--- config.mk ---
export PLATFORM = sky130hd
export DESIGN_NAME = p2r_top
export DESIGN_NICKNAME = d
export VERILOG_FILES = /design/src/logic/p2r_pkg.sv /design/src/logic/p2r_top.sv /design/src/logic/t0_packer.sv /design/src/logic/p2r_decompose.sv /design/src/logic/p2r_ctrl.sv /design/src/logic/coeff_mem.sv
export SDC_FILE = /design/constraint.sdc
export NUM_CORES = 2
export LEC_CHECK = 0
export BUFFER_PORTS_ARGS = -buffer_cell sky130_fd_sc_hd__buf_2
export CORE_ASPECT_RATIO = 0.7
export CORE_MARGIN = 4
export CORE_UTILIZATION = 45
export DETAILED_ROUTE_END_ITERATION = 12
export PLACE_DENSITY = 0.73
export SETUP_SLACK_MARGIN = 0.02
export SLEW_MARGIN = 20
export SYNTH_ARGS = -nofsm -noshare
export SYNTH_HDL_FRONTEND = slang
export SYNTH_SLANG_ARGS = --single-unit
--- constraint.sdc ---
create_clock -name clk -period 5.21 [get_ports clk]
set_clock_uncertainty 0.15 [all_clocks]
set_input_delay 0.521 -clock clk [delete_from_list [all_inputs] [get_ports clk]]
set_output_delay 0.521 -clock clk [all_outputs]
set_load 0.02 [all_outputs]
--- src/logic/p2r_pkg.sv ---
// Power2Round shared definitions

package p2r_pkg;

    // ------------------------------------------------------------------------
    // sizes
    // ------------------------------------------------------------------------

    // scaled-down polynomial count and length
    localparam int P2R_K = 2;
    localparam int P2R_N = 32;

    // dropped low bits of the split
    localparam int P2R_D = 13;

    localparam int COEFF_W = 23;
    localparam int T1_W    = 10;
    localparam int T0_W    = 13;

    localparam int SRC_WORDS = P2R_K * P2R_N;
    localparam int SK_WORDS  = (P2R_K * P2R_N) / 4;
    localparam int PK_PAIRS  = (P2R_K * P2R_N) / 2;

    localparam int MEM_ADDR_W = $clog2(SRC_WORDS);
    localparam int SK_ADDR_W  = $clog2(SK_WORDS);
    localparam int PK_ADDR_W  = $clog2(PK_PAIRS);

    // ------------------------------------------------------------------------
    // types
    // ------------------------------------------------------------------------

    typedef enum logic [1:0] {
        RW_IDLE  = 2'b00,
        RW_READ  = 2'b01,
        RW_WRITE = 2'b10
    } rw_op_e;

    typedef struct packed {
        rw_op_e                  rd_wr_en;
        logic [MEM_ADDR_W-1:0]   addr;
    } mem_if_t;

    // coefficient pair from the source memory
    typedef struct packed {
        logic                       valid;
        logic [1:0][COEFF_W-1:0]    coeff;
    } coeff_pair_t;

    // high parts and encoded low parts of a pair
    typedef struct packed {
        logic                       valid;
        logic [1:0][T1_W-1:0]       t1;
        logic [1:0][T0_W-1:0]       t0;
    } split_pair_t;

    typedef struct packed {
        logic                       en;
        logic [SK_ADDR_W-1:0]       addr;
        logic [4*T0_W-1:0]          data;
    } sk_word_t;

    typedef enum logic [1:0] {
        RD_IDLE,
        RD_MEM,
        RD_DONE
    } rd_state_e;

    typedef enum logic [1:0] {
        SK_IDLE,
        SK_WAIT,
        SK_MEM,
        SK_DONE
    } sk_state_e;

    typedef enum logic [1:0] {
        PK_IDLE,
        PK_WRITE,
        PK_DONE
    } pk_state_e;

endpackage
--- src/logic/p2r_top.sv ---
// Power2Round top level

module p2r_top (
    input  logic                                clk,
    input  logic                                reset_n,
    input  logic                                zeroize,
    input  logic                                enable,
    input  logic                                load_en,
    input  logic [p2r_pkg::MEM_ADDR_W-1:0]      load_addr,
    input  logic [p2r_pkg::COEFF_W-1:0]         load_data,
    input  logic                                sk_ready,
    output p2r_pkg::sk_word_t                   sk_wr,
    output logic                                pk_wren,
    output logic [p2r_pkg::PK_ADDR_W-1:0]       pk_addr,
    output logic [1:0][p2r_pkg::T1_W-1:0]       pk_t1,
    output logic                                done
);
    import p2r_pkg::*;

    mem_if_t                mem_rd_req;
    coeff_pair_t            rd_pair;
    split_pair_t            split_pair;
    logic [SK_ADDR_W-1:0]   sk_addr;
    logic                   sk_pack_enable;
    logic                   sk_buff_valid;
    logic                   sk_buff_full;
    logic                   advance;

    // whole pipeline stalls on a blocked word
    assign advance = ~sk_buff_full;

    assign pk_t1 = split_pair.t1;

    coeff_mem u_coeff_mem (
        .clk            (clk),
        .reset_n        (reset_n),
        .load_en        (load_en),
        .load_addr      (load_addr),
        .load_data      (load_data),
        .rd_req         (mem_rd_req),
        .advance        (advance),
        .rd_pair        (rd_pair)
    );

    p2r_ctrl u_p2r_ctrl (
        .clk            (clk),
        .reset_n        (reset_n),
        .zeroize        (zeroize),
        .enable         (enable),
        .sk_buff_valid  (sk_buff_valid),
        .sk_buff_full   (sk_buff_full),
        .mem_rd_req     (mem_rd_req),
        .sk_addr        (sk_addr),
        .sk_pack_enable (sk_pack_enable),
        .pk_wren        (pk_wren),
        .pk_addr        (pk_addr),
        .done           (done)
    );

    p2r_decompose u_p2r_decompose (
        .clk            (clk),
        .reset_n        (reset_n),
        .zeroize        (zeroize),
        .advance        (advance),
        .in_pair        (rd_pair),
        .out_pair       (split_pair)
    );

    t0_packer u_t0_packer (
        .clk            (clk),
        .reset_n        (reset_n),
        .zeroize        (zeroize),
        .in_pair        (split_pair),
        .sk_pack_enable (sk_pack_enable),
        .sk_addr        (sk_addr),
        .sk_ready       (sk_ready),
        .sk_wr          (sk_wr),
        .sk_buff_valid  (sk_buff_valid),
        .sk_buff_full   (sk_buff_full)
    );

endmodule

--- src/logic/t0_packer.sv ---
// Secret-key t0 packer

module t0_packer (
    input  logic                            clk,
    input  logic                            reset_n,
    input  logic                            zeroize,
    input  p2r_pkg::split_pair_t            in_pair,
    input  logic                            sk_pack_enable,
    input  logic [p2r_pkg::SK_ADDR_W-1:0]   sk_addr,
    input  logic                            sk_ready,
    output p2r_pkg::sk_word_t               sk_wr,
    output logic                            sk_buff_valid,
    output logic                            sk_buff_full
);
    import p2r_pkg::*;

    // first pair of a word waits here
    logic [1:0][T0_W-1:0]   half_t0;
    logic                   half_valid;

    // completed word waiting for the memory
    logic [4*T0_W-1:0]      word_data;
    logic                   pending;

    logic take;
    logic accept;

    assign sk_buff_full = pending & ~sk_ready;
    assign accept       = pending & sk_ready;
    assign take         = sk_pack_enable & in_pair.valid & ~sk_buff_full;

    // ------------------------------------------------------------------------
    // control flags
    // ------------------------------------------------------------------------

    always_ff @(posedge clk) begin
        if (!reset_n || zeroize) begin
            half_valid <= 1'b0;
            pending    <= 1'b0;
        end else begin
            if (accept) begin
                pending <= 1'b0;
            end
            if (take) begin
                if (!half_valid) begin
                    half_valid <= 1'b1;
                end else begin
                    // a new word can replace one accepted this cycle
                    half_valid <= 1'b0;
                    pending    <= 1'b1;
                end
            end
        end
    end

    // ------------------------------------------------------------------------
    // data path
    // ------------------------------------------------------------------------

    always_ff @(posedge clk) begin
        if (take && !half_valid) begin
            half_t0 <= in_pair.t0;
        end
        if (take && half_valid) begin
            // lowest coefficient in the lowest bits
            word_data <= {in_pair.t0[1], in_pair.t0[0], half_t0[1], half_t0[0]};
        end
    end

    assign sk_buff_valid = pending;

    assign sk_wr.en   = pending;
    assign sk_wr.addr = sk_addr;
    assign sk_wr.data = word_data;

endmodule

--- src/logic/p2r_decompose.sv ---
// Power2Round split stage

module p2r_decompose (
    input  logic                    clk,
    input  logic                    reset_n,
    input  logic                    zeroize,
    input  logic                    advance,
    input  p2r_pkg::coeff_pair_t    in_pair,
    output p2r_pkg::split_pair_t    out_pair
);
    import p2r_pkg::*;

    logic [1:0][T1_W-1:0]   t1_comb, t1_q;
    logic [1:0][T0_W-1:0]   t0_comb, t0_q;
    logic                   valid_q;

    // t1 = (t + 2^(d-1) - 1) >> d
    // t0 = t - t1 * 2^d, sent as 2^(d-1) - t0
    always_comb begin
        logic [COEFF_W:0] rounded;
        logic [COEFF_W:0] hi_part;
        logic [COEFF_W:0] enc;
        for (int i = 0; i < 2; i++) begin
            rounded    = {1'b0, in_pair.coeff[i]} + (COEFF_W + 1)'((1 << (P2R_D - 1)) - 1);
            t1_comb[i] = rounded[P2R_D +: T1_W];
            hi_part    = (COEFF_W + 1)'(t1_comb[i]) << P2R_D;
            enc        = hi_part + (COEFF_W + 1)'(1 << (P2R_D - 1))
                         - {1'b0, in_pair.coeff[i]};
            // encoded value always lies in 0 .. 2^d - 1
            t0_comb[i] = enc[T0_W-1:0];
        end
    end

    always_ff @(posedge clk) begin
        if (advance) begin
            t1_q <= t1_comb;
            t0_q <= t0_comb;
        end
    end

    always_ff @(posedge clk) begin
        if (!reset_n || zeroize) begin
            valid_q <= 1'b0;
        end else if (advance) begin
            valid_q <= in_pair.valid;
        end
    end

    assign out_pair.valid = valid_q;
    assign out_pair.t1    = t1_q;
    assign out_pair.t0    = t0_q;

endmodule

--- src/logic/p2r_ctrl.sv ---
// Power2Round sequencing control

module p2r_ctrl (
    input  logic                            clk,
    input  logic                            reset_n,
    input  logic                            zeroize,
    input  logic                            enable,
    input  logic                            sk_buff_valid,
    input  logic                            sk_buff_full,
    output p2r_pkg::mem_if_t                mem_rd_req,
    output logic [p2r_pkg::SK_ADDR_W-1:0]   sk_addr,
    output logic                            sk_pack_enable,
    output logic                            pk_wren,
    output logic [p2r_pkg::PK_ADDR_W-1:0]   pk_addr,
    output logic                            done
);
    import p2r_pkg::*;

    rd_state_e  rd_state, rd_state_nxt;
    sk_state_e  sk_state, sk_state_nxt;
    pk_state_e  pk_state, pk_state_nxt;

    logic [MEM_ADDR_W-1:0]  rd_addr;
    logic [SK_ADDR_W-1:0]   sk_wr_addr;
    logic [PK_ADDR_W-1:0]   pk_wr_addr;

    logic advance;
    logic sk_accept;
    logic last_rd, last_sk, last_pk;
    // mirrors of the memory and decompose valid flags
    logic stage1_vld, stage2_vld;

    assign advance   = ~sk_buff_full;
    assign sk_accept = sk_buff_valid & ~sk_buff_full;

    assign last_rd = (rd_addr == MEM_ADDR_W'(SRC_WORDS - 2));
    assign last_sk = (sk_wr_addr == SK_ADDR_W'(SK_WORDS - 1));
    assign last_pk = (pk_wr_addr == PK_ADDR_W'(PK_PAIRS - 1));

    // ------------------------------------------------------------------------
    // state and address registers
    // ------------------------------------------------------------------------

    always_ff @(posedge clk) begin
        if (!reset_n || zeroize) begin
            rd_state   <= RD_IDLE;
            sk_state   <= SK_IDLE;
            pk_state   <= PK_IDLE;
            rd_addr    <= '0;
            sk_wr_addr <= '0;
            pk_wr_addr <= '0;
            stage1_vld <= 1'b0;
            stage2_vld <= 1'b0;
            done       <= 1'b0;
        end else begin
            rd_state <= rd_state_nxt;
            sk_state <= sk_state_nxt;
            pk_state <= pk_state_nxt;

            if (rd_state == RD_IDLE) begin
                rd_addr <= '0;
            end else if (rd_state == RD_MEM && advance && !last_rd) begin
                rd_addr <= rd_addr + MEM_ADDR_W'(2);
            end

            if (sk_state == SK_IDLE) begin
                sk_wr_addr <= '0;
            end else if (sk_state == SK_MEM && sk_accept && !last_sk) begin
                sk_wr_addr <= sk_wr_addr + SK_ADDR_W'(1);
            end

            if (pk_state == PK_IDLE) begin
                pk_wr_addr <= '0;
            end else if (pk_wren && !last_pk) begin
                pk_wr_addr <= pk_wr_addr + PK_ADDR_W'(1);
            end

            // follow the two pipeline registers
            if (advance) begin
                stage1_vld <= (rd_state == RD_MEM);
                stage2_vld <= stage1_vld;
            end

            done <= (sk_state == SK_DONE);
        end
    end

    // ------------------------------------------------------------------------
    // next-state logic
    // ------------------------------------------------------------------------

    // read FSM, one pair per advancing cycle
    always_comb begin
        rd_state_nxt = rd_state;
        case (rd_state)
            RD_IDLE: if (enable) rd_state_nxt = RD_MEM;
            RD_MEM:  if (advance && last_rd) rd_state_nxt = RD_DONE;
            // hold until the last word has gone out
            RD_DONE: if (sk_state == SK_DONE) rd_state_nxt = RD_IDLE;
            default: rd_state_nxt = RD_IDLE;
        endcase
    end

    // secret-key FSM, one wait cycle then count accepted words
    always_comb begin
        sk_state_nxt = sk_state;
        case (sk_state)
            SK_IDLE: if (rd_state == RD_MEM) sk_state_nxt = SK_WAIT;
            SK_WAIT: sk_state_nxt = SK_MEM;
            SK_MEM:  if (sk_accept && last_sk) sk_state_nxt = SK_DONE;
            SK_DONE: sk_state_nxt = SK_IDLE;
            default: sk_state_nxt = SK_IDLE;
        endcase
    end

    // public-key FSM, one t1 write per pair
    always_comb begin
        pk_state_nxt = pk_state;
        case (pk_state)
            PK_IDLE:  if (rd_state == RD_MEM) pk_state_nxt = PK_WRITE;
            PK_WRITE: if (pk_wren && last_pk) pk_state_nxt = PK_DONE;
            PK_DONE:  pk_state_nxt = PK_IDLE;
            default:  pk_state_nxt = PK_IDLE;
        endcase
    end

    // ------------------------------------------------------------------------
    // outputs
    // ------------------------------------------------------------------------

    assign mem_rd_req.rd_wr_en = (rd_state == RD_MEM) ? RW_READ : RW_IDLE;
    assign mem_rd_req.addr     = rd_addr;

    assign sk_pack_enable = (sk_state == SK_MEM) & stage2_vld & advance;
    assign pk_wren        = (pk_state == PK_WRITE) & stage2_vld & advance;

    assign sk_addr = sk_wr_addr;
    assign pk_addr = pk_wr_addr;

endmodule

--- src/logic/coeff_mem.sv ---
// Source coefficient memory

module coeff_mem (
    input  logic                            clk,
    input  logic                            reset_n,
    input  logic                            load_en,
    input  logic [p2r_pkg::MEM_ADDR_W-1:0]  load_addr,
    input  logic [p2r_pkg::COEFF_W-1:0]     load_data,
    input  p2r_pkg::mem_if_t                rd_req,
    input  logic                            advance,
    output p2r_pkg::coeff_pair_t            rd_pair
);
    import p2r_pkg::*;

    logic [COEFF_W-1:0]     mem [SRC_WORDS];
    logic [MEM_ADDR_W-1:0]  addr_b;
    logic [1:0][COEFF_W-1:0] rd_data;
    logic                   rd_valid;

    // second port reads the odd neighbour
    assign addr_b = rd_req.addr + MEM_ADDR_W'(1);

    // load port, used while the datapath is idle
    always_ff @(posedge clk) begin
        if (load_en) begin
            mem[load_addr] <= load_data;
        end
    end

    always_ff @(posedge clk) begin
        if (advance) begin
            rd_data[0] <= mem[rd_req.addr];
            rd_data[1] <= mem[addr_b];
        end
    end

    always_ff @(posedge clk) begin
        if (!reset_n) begin
            rd_valid <= 1'b0;
        end else if (advance) begin
            rd_valid <= (rd_req.rd_wr_en == RW_READ);
        end
    end

    assign rd_pair.valid = rd_valid;
    assign rd_pair.coeff = rd_data;

endmodule

==> results.tsv <==
stage	metric	value	unit
timing	fin crit period	3.75	ns
clock_tree	H-tree levels	4	
clock_tree	Root Buffer	clkbuf_16	
logic_synthesis	number of synthesized flops with an enable pin	1642	
timing	RSZ-0062 raised after global routing	no	
power_and_ir_drop	pwr/cell area	366	nW/um^2
timing	final setup fails	0	
worst_setup_path	Max Fanout on Critical Path	53	
worst_setup_path	Worst Path Required	5.52	ns
finish	P&R area growth vs syn	12.9	%
floorplan	Die H	322	um
finish	Core Util, Final	0.514	
grt	antenna violations before repair	8	
detailed_routing	final WL	159	mm
grt	vias in the first global route	30400	
logic_synthesis	synthesized area	63200	um^2
finish	commonest non-fill, non-tap cell in the layout	edfxtp_1	
finish	most frequent cells in the layout	edfxtp_1, mux2i_1, mux4_2	
clock_tree	Max clock buf depth	3	
timing	actual slew at the worst max-slew pin	1.15	ns
worst_setup_path	CP Class	reg2reg	
worst_setup_path	Setup crit end kind	flop	
grt	Total GRT Usage	0.214	
logic_synthesis	synth warn	0	
finish	share of cells above drive strength 1	0.220	
status	outcome	finished, final reports clean	
timing	final setup TNS	0	ns
grt	first-pass GRT wire length	224	mm
place	Placer Congestion	0.827	
floorplan	# rows	114	
logic_synthesis	part of the Yosys area used for sequential elements	0.789	
clock_tree	CTS sink cnt	1669	
logic_synthesis	Post-Syn Instances	3053	
timing	worst rel slew slack	0.230	
floorplan	Die Width	456	um
clock_tree	post-CTS setup buffers	0	
timing	Hold Fails Final Rpt	0	
clock_tree	CTS tree	yes	
logic_synthesis	Post-synth ARST share	0	
logic_synthesis	Syn Nets	3099	
timing	Tcrit/Tclk final	0.721	
place	Post-DP HPWL	90.1	mm
logic_synthesis	Syn Area/Cell	20.7	um^2
detailed_routing	post-route ant nets	0	
detailed_routing	Pre-antenna DRT Iters	6	
clock_tree	Clock transition at path regs	0.06	ns
detailed_routing	DR DRC count	0	
grt	largest net degree at the start of global routing	83	
logic_synthesis	Netlist cell types	47	
detailed_routing	Vias	31600	
logic_synthesis	Synth Flop Type	edfxtp_1	
finish	Final #Nets	3279	
logic_synthesis	synthesized flop and latch total	1669	
clock_tree	CTS Buf Count	149	
detailed_routing	Vias/cell	6.06	
timing	fmax	0.266	GHz
clock_tree	Post-CTS Resized	0	
min_path	Hold Path Class	in2reg	
flow_run	Maximum Capacitance Violations	0	
worst_setup_path	startpoint types	flop	
worst_setup_path	Worst Path Arrival	4.06	ns
floorplan	Initial Util	0.455	
floorplan	boundary pin count	119	
power_and_ir_drop	peak supply drop	261	uV
detailed_routing	DR WL/cell	30.5	um
clock_tree	hold-fix buffers at CTS	3	
grt	grt ovf	0	
power_and_ir_drop	Power Total	26.1	mW
detailed_routing	Iteration-0 DRC Markers	4591	
power_and_ir_drop	Pleak	21.3	nW
place	# port buffers	118	
timing	Slew Viols, Final	0	
floorplan	Die ar.	147000	um^2
floorplan	Core Area	139000	um^2
clock_tree	Clk Latency, worst-skew pair	0.77	ns
## registers in the layout, summed over array words and instances, names as in the netlist, 2 cells and up
register,cells
u_coeff_mem.mem,1472
u_t0_packer.word_data,52
u_coeff_mem.rd_pair,46
u_p2r_decompose.out_pair,46
u_t0_packer.half_t0,26
u_p2r_ctrl.pk_addr,5
u_p2r_ctrl.rd_addr,5
u_p2r_ctrl.sk_addr,4
u_p2r_ctrl.pk_state,2
u_p2r_ctrl.rd_state,2
u_p2r_ctrl.sk_state,2
## worst paths after layout
| check | start | slack, ns | cells past startpoint | to |
|---|---|---|---|---|
| setup / recovery | u_p2r_ctrl.rd_addr[4] | 1.46 | 5 | u_coeff_mem.rd_pair[32] |
| hold / removal | sk_ready | 0.1 | 4 | u_p2r_ctrl.sk_addr[2] |
| setup reg to reg | u_p2r_ctrl.rd_addr[4] | 1.46 | 5 | u_coeff_mem.rd_pair[32] |
| hold reg to reg | u_t0_packer.half_t0[12] | 0.26 | 0 | u_t0_packer.word_data[12] |
## cells in the mapped netlist, types with 47 or more instances
cell type,count,area share
a211oi_1,47,0.0056
a21oi_1,56,0.0044
a22oi_1,92,0.011
buf_2,47,0.0037
clkbuf_1,87,0.0052
edfxtp_1,1642,0.78
mux2i_1,281,0.045
mux4_2,229,0.082
nor2_1,88,0.0052
o21ai_0,53,0.0042
## logic make-up after synthesis
group,Yosys count,synth area share
flops,1669,0.789
mux,511,0.126
compound gates,395,0.0435
simple gates,223,0.0176
buf+inv,195,0.0147
xor+xnor,49,0.00679
fa+ha+maj,11,0.00218
## per-stage QoR
| step | setup WS (ns) | instance area (um^2) | std cells | hold slack (ns) |
|---|---|---|---|---|
| 2_1_floorplan | 0.521 | 63200 | 3053 | 0.250 |
| 3_3_place_gp | 1.25 | 66400 | 4934 | 0.251 |
| 3_5_place_dp | 1.41 | 66500 | 4934 | 0.255 |
| 4_1_cts | 1.42 | 71300 | 5207 | 0.0330 |
| 5_1_grt | 1.30 | 71300 | 5209 | 0.0961 |
| 6_report | 1.46 | 71300 | 5216 | 0.0977 |
## critical path, cell delays in order (launching register included)
cell	delay, ns
dfxtp_1	0.55
nand3_4	0.65
buf_4	0.74
o22ai_1	0.24
a211oi_1	0.89
a22oi_1	0.20
## layer usage
metal	global-route usage	vias up	wire length [um]
met2	0.269	1906	62300
met5	0	-	34
met4	0.0473	6	2380
met3	0.143	191	30400
met1	0.304	16400	63800
li1	-	13100	-
## final cells by class
class	count	area [um^2]
fill	10500	67400
sequential	1669	49900
multi-input combinational	1189	12900
clock buffer	192	4090
tap	1856	2320
timing repair buffer	212	1440
clock inverter	78	676
inverter	12	47.5
antenna	8	20.0
## power by group
| part | leakage [nW] | internal [mW] | switching, mW |
|---|---|---|---|
| Sequential | 15.1 | 14.8 | 0.0325 |
| Combinational | 3.85 | 0.0760 | 0.327 |
| Clock | 2.33 | 6.06 | 4.81 |
Note: power is estimated with default switching activity, not from simulation.
